### src/source/ifPkg.sv
package ifPkg;

   // Basic widths of the instruction front end
   typedef logic [31:0] wordT;
   typedef logic [31:0] addrT;
   typedef logic [5:0]  opcT;
   typedef logic [4:0]  regT;
   typedef logic [15:0] immT;
   typedef logic [10:0] altT;

   // Primary opcodes, octal as in the ISA tables
   localparam opcT opcImm  = 6'o54;
   localparam opcT opcRtd  = 6'o55;
   localparam opcT opcBra  = 6'o46;
   localparam opcT opcBraI = 6'o56;
   localparam opcT opcBcc  = 6'o47;
   localparam opcT opcBccI = 6'o57;
   localparam opcT opcMul  = 6'o20;
   localparam opcT opcMulI = 6'o30;
   localparam opcT opcBsf  = 6'o21;
   localparam opcT opcBsfI = 6'o31;

   // brali r14, 0x10
   // ra field 0x0C selects absolute target plus link
   localparam wordT intOp = {opcBraI, 5'd14, 5'h0c, 16'h0010};

   // Stall lengths after multicycle ops
   localparam int stallW = 2;
   typedef logic [stallW-1:0] stallCntT;
   localparam stallCntT mulStall = 2'd3;
   localparam stallCntT bsfStall = 2'd2;

   // First fetch address
   localparam addrT resetPc = 32'h0000_0000;

   // Fetch sequencer states
   typedef enum logic [1:0] {
      fsIdle,
      fsReq,
      fsHold
   } fetchStateT;

   // Low half of a word, either rb/alt or a 16-bit immediate
   typedef struct packed {
      regT rb;
      altT alt;
   } rbAltT;

   typedef union packed {
      rbAltT f;
      immT   imm;
   } lowT;

   // Decoded instruction handed downstream
   typedef struct packed {
      opcT  opc;
      regT  rd;
      regT  ra;
      lowT  low;
      wordT simm;
   } decodeT;

endpackage

### src/source/fetchCtrl.sv
`timescale 1ns/1ns

module fetchCtrl (
   input  logic        gclk,
   input  logic        grst,
   input  logic        stall,
   input  logic        wbAck,
   input  ifPkg::wordT wbDatIn,
   output ifPkg::addrT wbAdr,
   output logic        wbCyc,
   output logic        wbStb,
   output logic        insnStrobe,
   output ifPkg::wordT insnWord
);

   ifPkg::fetchStateT state;
   ifPkg::fetchStateT stateNext;
   ifPkg::addrT       pc;

   // Bus request is live only in fsReq
   // cyc and stb share one source so they rise and fall together
   assign wbCyc = (state == ifPkg::fsReq);
   assign wbStb = (state == ifPkg::fsReq);

   // pc only moves on ack, so the address is steady through wait states
   assign wbAdr = pc;

   // Word accepted in the ack cycle
   assign insnStrobe = wbCyc & wbAck;
   assign insnWord   = wbDatIn;

   always_comb begin
      stateNext = state;
      unique case (state)
         ifPkg::fsIdle: begin
            // Leave idle right after reset
            stateNext = ifPkg::fsReq;
         end
         ifPkg::fsReq: begin
            // Hold request until the slave answers
            if (wbAck) begin
               stateNext = ifPkg::fsHold;
            end
         end
         ifPkg::fsHold: begin
            // At least one idle bus cycle, longer while stalled
            if (!stall) begin
               stateNext = ifPkg::fsReq;
            end
         end
         default: begin
            stateNext = ifPkg::fsIdle;
         end
      endcase
   end

   always_ff @(posedge gclk) begin
      if (grst) begin
         state <= ifPkg::fsIdle;
         pc    <= ifPkg::resetPc;
      end else begin
         state <= stateNext;
         // Sequential fetch only, no branch targets here
         if (insnStrobe) begin
            pc <= pc + 32'd4;
         end
      end
   end

endmodule

### src/source/stallTimer.sv
`timescale 1ns/1ns

module stallTimer (
   input  logic       gclk,
   input  logic       grst,
   input  logic       decValid,
   input  ifPkg::opcT opc,
   output logic       stall
);

   ifPkg::stallCntT count;
   logic            isMul;
   logic            isBsf;

   // Register and immediate forms both take the long path
   assign isMul = (opc == ifPkg::opcMul) || (opc == ifPkg::opcMulI);
   assign isBsf = (opc == ifPkg::opcBsf) || (opc == ifPkg::opcBsfI);

   // High for exactly the loaded count
   assign stall = (count != '0);

   always_ff @(posedge gclk) begin
      if (grst) begin
         count <= '0;
      end else if (decValid && isMul) begin
         count <= ifPkg::mulStall;
      end else if (decValid && isBsf) begin
         count <= ifPkg::bsfStall;
      end else if (count != '0) begin
         // Drain one per cycle
         count <= count - 1'b1;
      end
   end

endmodule

### src/source/intLatch.sv
`timescale 1ns/1ns

module intLatch (
   input  logic gclk,
   input  logic grst,
   input  logic intReq,
   input  logic intEnable,
   input  logic intTaken,
   output logic intPending
);

   // Two synchronizer stages plus one for the edge
   logic [2:0] sync;
   logic       intRise;

   // Rising edge of the synchronized level
   assign intRise = sync[1] & ~sync[2];

   always_ff @(posedge gclk) begin
      if (grst) begin
         sync       <= '0;
         intPending <= 1'b0;
      end else if (intEnable) begin
         sync <= {sync[1:0], intReq};
         // A new edge wins over a same-cycle clear
         intPending <= (intPending & ~intTaken) | intRise;
      end else begin
         // Masked: synchronizer frozen, nothing pending
         intPending <= 1'b0;
      end
   end

endmodule

### src/source/instBuffer.sv
`timescale 1ns/1ns

module instBuffer (
   input  logic          gclk,
   input  logic          grst,
   input  logic          insnStrobe,
   input  ifPkg::wordT   insnWord,
   input  logic          intPending,
   output ifPkg::decodeT dec,
   output logic          decValid,
   output logic          intTaken
);

   ifPkg::wordT   nextWord;
   ifPkg::decodeT decNext;
   ifPkg::opcT    nextOpc;
   logic          inject;
   logic          prevImm;
   logic          blockInt;
   logic          nextImm;
   logic          nextRtd;
   logic          nextBru;
   logic          nextBcc;

   // No injection into a delay slot or between IMM and its user
   assign inject = intPending & ~blockInt;

   // Fetched word is dropped when the interrupt takes its place
   assign nextWord = inject ? ifPkg::intOp : insnWord;
   assign nextOpc  = nextWord[31:26];

   // Classify what is about to be decoded
   assign nextImm = (nextOpc == ifPkg::opcImm);
   assign nextRtd = (nextOpc == ifPkg::opcRtd);
   assign nextBru = (nextOpc == ifPkg::opcBra) || (nextOpc == ifPkg::opcBraI);
   assign nextBcc = (nextOpc == ifPkg::opcBcc) || (nextOpc == ifPkg::opcBccI);

   always_comb begin
      decNext.opc     = nextWord[31:26];
      decNext.rd      = nextWord[25:21];
      decNext.ra      = nextWord[20:16];
      decNext.low.imm = nextWord[15:0];
      // IMM prefix supplies the upper half still held in dec
      if (prevImm) begin
         decNext.simm = {dec.low.imm, nextWord[15:0]};
      end else begin
         decNext.simm = {{16{nextWord[15]}}, nextWord[15:0]};
      end
   end

   // Decode payload loaded on each strobe
   always_ff @(posedge gclk) begin
      if (insnStrobe) begin
         dec <= decNext;
      end
   end

   // Control flags follow the last decoded opcode
   always_ff @(posedge gclk) begin
      if (grst) begin
         decValid <= 1'b0;
         intTaken <= 1'b0;
         prevImm  <= 1'b0;
         blockInt <= 1'b0;
      end else begin
         decValid <= insnStrobe;
         // Tells the latch to drop the request
         intTaken <= insnStrobe & inject;
         if (insnStrobe) begin
            prevImm  <= nextImm;
            blockInt <= nextImm | nextRtd | nextBru | nextBcc;
         end
      end
   end

endmodule

### src/source/fetchTop.sv
`timescale 1ns/1ns

module fetchTop (
   input  logic          gclk,
   input  logic          grst,
   output ifPkg::addrT   wbAdr,
   output logic          wbCyc,
   output logic          wbStb,
   input  ifPkg::wordT   wbDatIn,
   input  logic          wbAck,
   input  logic          intReq,
   input  logic          intEnable,
   output ifPkg::decodeT dec,
   output logic          decValid,
   output logic          stall
);

   logic        insnStrobe;
   ifPkg::wordT insnWord;
   logic        intPending;
   logic        intTaken;

   // Wishbone read sequencer and pc
   fetchCtrl uFetchCtrl (
      .gclk       (gclk),
      .grst       (grst),
      .stall      (stall),
      .wbAck      (wbAck),
      .wbDatIn    (wbDatIn),
      .wbAdr      (wbAdr),
      .wbCyc      (wbCyc),
      .wbStb      (wbStb),
      .insnStrobe (insnStrobe),
      .insnWord   (insnWord)
   );

   // Multicycle hold, fed from decode
   stallTimer uStallTimer (
      .gclk     (gclk),
      .grst     (grst),
      .decValid (decValid),
      .opc      (dec.opc),
      .stall    (stall)
   );

   // External interrupt capture
   intLatch uIntLatch (
      .gclk       (gclk),
      .grst       (grst),
      .intReq     (intReq),
      .intEnable  (intEnable),
      .intTaken   (intTaken),
      .intPending (intPending)
   );

   // Decode register with IMM merge and injection
   instBuffer uInstBuffer (
      .gclk       (gclk),
      .grst       (grst),
      .insnStrobe (insnStrobe),
      .insnWord   (insnWord),
      .intPending (intPending),
      .dec        (dec),
      .decValid   (decValid),
      .intTaken   (intTaken)
   );

endmodule

### config.mk
export PLATFORM = sky130hd
export DESIGN_NAME = fetchTop
export DESIGN_NICKNAME = d
export VERILOG_FILES = /design/src/source/ifPkg.sv /design/src/source/fetchCtrl.sv /design/src/source/stallTimer.sv /design/src/source/intLatch.sv /design/src/source/instBuffer.sv /design/src/source/fetchTop.sv
export SDC_FILE = /design/constraint.sdc
export NUM_CORES = 1
export LEC_CHECK = 0
export BUFFER_PORTS_ARGS = -buffer_cell sky130_fd_sc_hd__buf_2
export CAP_MARGIN = 20
export CORE_MARGIN = 2
export CORE_UTILIZATION = 30
export CTS_CLUSTER_SIZE = 8
export DETAILED_ROUTE_END_ITERATION = 12
export GPL_TIMING_DRIVEN = 1
export PLACE_DENSITY = 0.63
export SLEW_MARGIN = 15
export SYNTH_ARGS = -nofsm -noshare
export SYNTH_HDL_FRONTEND = slang
export SYNTH_SLANG_ARGS = --single-unit
### constraint.sdc
create_clock -name gclk -period 2.5 [get_ports gclk]
set_clock_uncertainty 0.2 [all_clocks]
set_input_delay 0.375 -clock gclk [delete_from_list [all_inputs] [get_ports gclk]]
set_output_delay 0.375 -clock gclk [all_outputs]
set_load 0.02 [all_outputs]
==> flow_summary.toml <==
[global_route]
grtUsageMet1 = 0.1576
grt_use_met2 = 0.2169
track_usage = 0.1301
grt_overflow = 0
busiest_layer = "met2"
grt_pass1_vias = 2746
gr-usage-met3 = 0.03759
grt_max_degree = 43
antenna_found_initial = 0
grt_pass1_wl_um = 13690

[hold_path]
worstHoldStart = "intReq"
min_path_type = "input pin to register"

[clock_network]
clock-root-buffer = "clkbuf_16"
clk_pin_slew_worst_paths_ns = 0.06
cts_hold_buf = 0
cts.path.max_buffers = 2
clock_sinks = 90
numCtsBuffers = 9
cts_tree = "built"
clkLatencyLatePin_ns = 0.33
ctsResizeCount = 0
post_cts_buffers = 0
htreeDepth = 3

[sta]
drv_slew = 0
rsz0062_at_grt = "no"
fin_crit_sh = 0.8744
worstMarginPinSlew_ns = 0.8122
max_freq_ghz = 0.4574
fin_setup_tns_ns = 0
setup_violations = 0
whs_ns = 0.07878
fin_crit_ns = 2.186
hold_violations = 0
maxSlewHeadroom = 0.4586

[placement]
dpl.hpwl_um = 6600
placed_area_um2 = 4613
gp_congestion = 0.7556
io_buffers = 134

[synth]
synthMuxAreaShare = 0.01366
synth_compound_area_frac = 0.07512
synth_cell_types = 37
synth-simple-area-share = 0.2211
syn_inst = 360
synth_top_family_by_area = "simple AND/OR/NAND/NOR gates"
synth_warnings = 0
synth_fa_ha_area_frac = 0.006504
ys_seq_elements = 90
synth-xor-area-share = 0.02276
syn-cell-area_um2 = 3847
avgSynthCellArea_um2 = 10.69
ys_seq_area_frac = 0.5932

[detailed_routing]
drt_iter0_markers = 173
drt_pass1_iterations = 4
via_count = 3064
drt-wirelength-per-cell_um = 13.91
drc = 0
vias_per_cell = 4.657
ant_nets = 0
drt_wl_total_um = 9152

[floorplan]
pin_count = 137
coreArea_um2 = 12570
fp.dieW_um = 117.2
rows = 41
start_util = 0.3061
die_h_um = 117.2
die_area_um2 = 13750

[setup_path]
cp_max_fo = 8
cp.required_ns = 2.56
setup.worst_path.start = "uFetchCtrl.wbAdr[2]"
start_kind = "register"
r2r_start = "uFetchCtrl.wbAdr[2]"
end_kind = "register"
path_class = "register to register"
arrival_ns = 2.24

[final_layout]
syn_to_final_growth_pct = 28.62
finalNetCount = 520
fin_area_um2 = 4949
nFillCells = 1226
register_area_um2 = 2282
n_antenna_cell = 0
drive_gt1_frac = 0.3354
layout_common_cells = "buf_2 (134), edfxtp_1 (48), nand2_1 (46), dfxtp_1 (42), a21oi_1 (25)"
multiInputGateArea_um2 = 1313
layout_commonest_cell = "buf_2"

[power]
combPwrFrac = 0.129
p_int_mw = 2.810
vdd_drop_max_mv = 0.3545
switching_share = 0.2392
p_leak_nw = 2.000
finalPower_mw = 3.694
p_switching_mw = 0.8836
p_seq_frac = 0.459
p_per_area_nw_per_um2 = 746.5
pwr-share-clk = 0.412

[status]
status = "completed"

[flow_run]
drv_cap = 0
## critical path, cell delays in order (launching register included)
cell	delay, ns
dfxtp_1	0.38
ha_1	0.24
nand4b_1	0.16
or3_1	0.51
or4_1	0.45
a21oi_1	0.16
## logic make-up (layout without fill, tap and decap cells)
family,after synthesis,after routing
adders and majority gates,2,2
AOI/OAI and AO/OA,49,49
DFF,90,90
and+or+nand+nor,155,155
other,1,2
muxes,5,5
xor gates and xnor gates,10,10
buffers and inverters,48,173
## routing by layer
| layer | vias up | share of wire |
|---|---|---|
| met3 | 11 | 0.080 |
| met2 | 122 | 0.48 |
| met5 | - | 0 |
| li1 | 1499 | - |
| met1 | 1432 | 0.43 |
| met4 | 0 | 0.014 |
## path summary, 6_finish.rpt
| path | to | slack, ns | cells past startpoint |
|---|---|---|---|
| setup / recovery | uFetchCtrl.wbAdr[26] | 0.31 | 5 |
| hold / removal | uIntLatch.sync[0] | 0.08 | 3 |
| setup reg to reg | uFetchCtrl.wbAdr[26] | 0.31 | 5 |
| hold reg to reg | uFetchCtrl.wbAdr[22] | 0.30 | 2 |
## final cells by class
cell class,instances,area share
Clock buffer,11,0.04703
Clock inverter,5,0.02073
Inverter,11,0.008597
Multi-Input combinational cell,223,0.2652
Sequential cell,90,0.4612
Tap cell,172,0.04349
Timing Repair Buffer,146,0.1537
## Yosys cell counts
cell type / instances / area, µm²
ha_1: 2 / 25.02
clkbuf_1: 16 / 60.06
conb_1: 1 / 3.750
buf_2: 1 / 5.000
nor3_1: 1 / 5.000
xor2_1: 8 / 70.07
nand4_1: 10 / 62.56
nor2_1: 18 / 67.56
mux2_2: 2 / 22.52
a31oi_1: 1 / 6.260
o211ai_1: 1 / 7.510
inv_1: 10 / 37.54
and3_1: 2 / 12.51
or4b_4: 1 / 13.76
a21oi_1: 25 / 125.1
nor3b_1: 1 / 7.510
nor4b_1: 1 / 8.760
clkinv_1: 1 / 3.750
or4_1: 16 / 120.1
nand2b_1: 13 / 81.33
and4_1: 4 / 35.03
or3_1: 6 / 37.54
buf_4: 20 / 150.1
o21ai_0: 6 / 30.03
dfxtp_1: 42 / 840.8
mux2i_1: 3 / 30.03
o31ai_1: 15 / 112.6
nand2_1: 46 / 172.7
nand3b_1: 1 / 7.510
nor2b_1: 1 / 6.260
and4b_1: 2 / 20.02
nand4b_1: 1 / 8.760
edfxtp_1: 48 / 1441
and2_1: 23 / 143.9
a22oi_1: 1 / 7.510
nand3_1: 8 / 40.04
xnor2_1: 2 / 17.52
## power by group through the flow
stage | logic [mW] | clock network (mW) | registers (mW)
global placement | 0.477 | 0 | 1.72
CTS | 0.489 | 1.57 | 1.70
detailed placement | 0.487 | 0 | 1.73
floorplan | 0.251 | 0 | 1.80
finish | 0.478 | 1.52 | 1.69
global route | 0.529 | 1.62 | 1.70
## registers in the layout, indices dropped and copies added, names as in the netlist
register	count
uIntLatch.sync	3
uStallTimer.count	2
uFetchCtrl.state	2
uIntLatch.intPending	1
uInstBuffer.intTaken	1
uFetchCtrl.wbAdr	30
uInstBuffer.blockInt	1
uInstBuffer.prevImm	1
uInstBuffer.dec	48
uInstBuffer.decValid	1
## through the flow
stage,setup slack (ns),instances,util
after floorplan,0.2878,361,-
after global placement,0.2678,642,0.3670
after detailed placement,0.2261,642,0.3670
after CTS,0.3116,658,0.3937
after global routing,0.1793,658,0.3937
final,0.3139,658,0.3937
(Power assumes the default switching activity.)
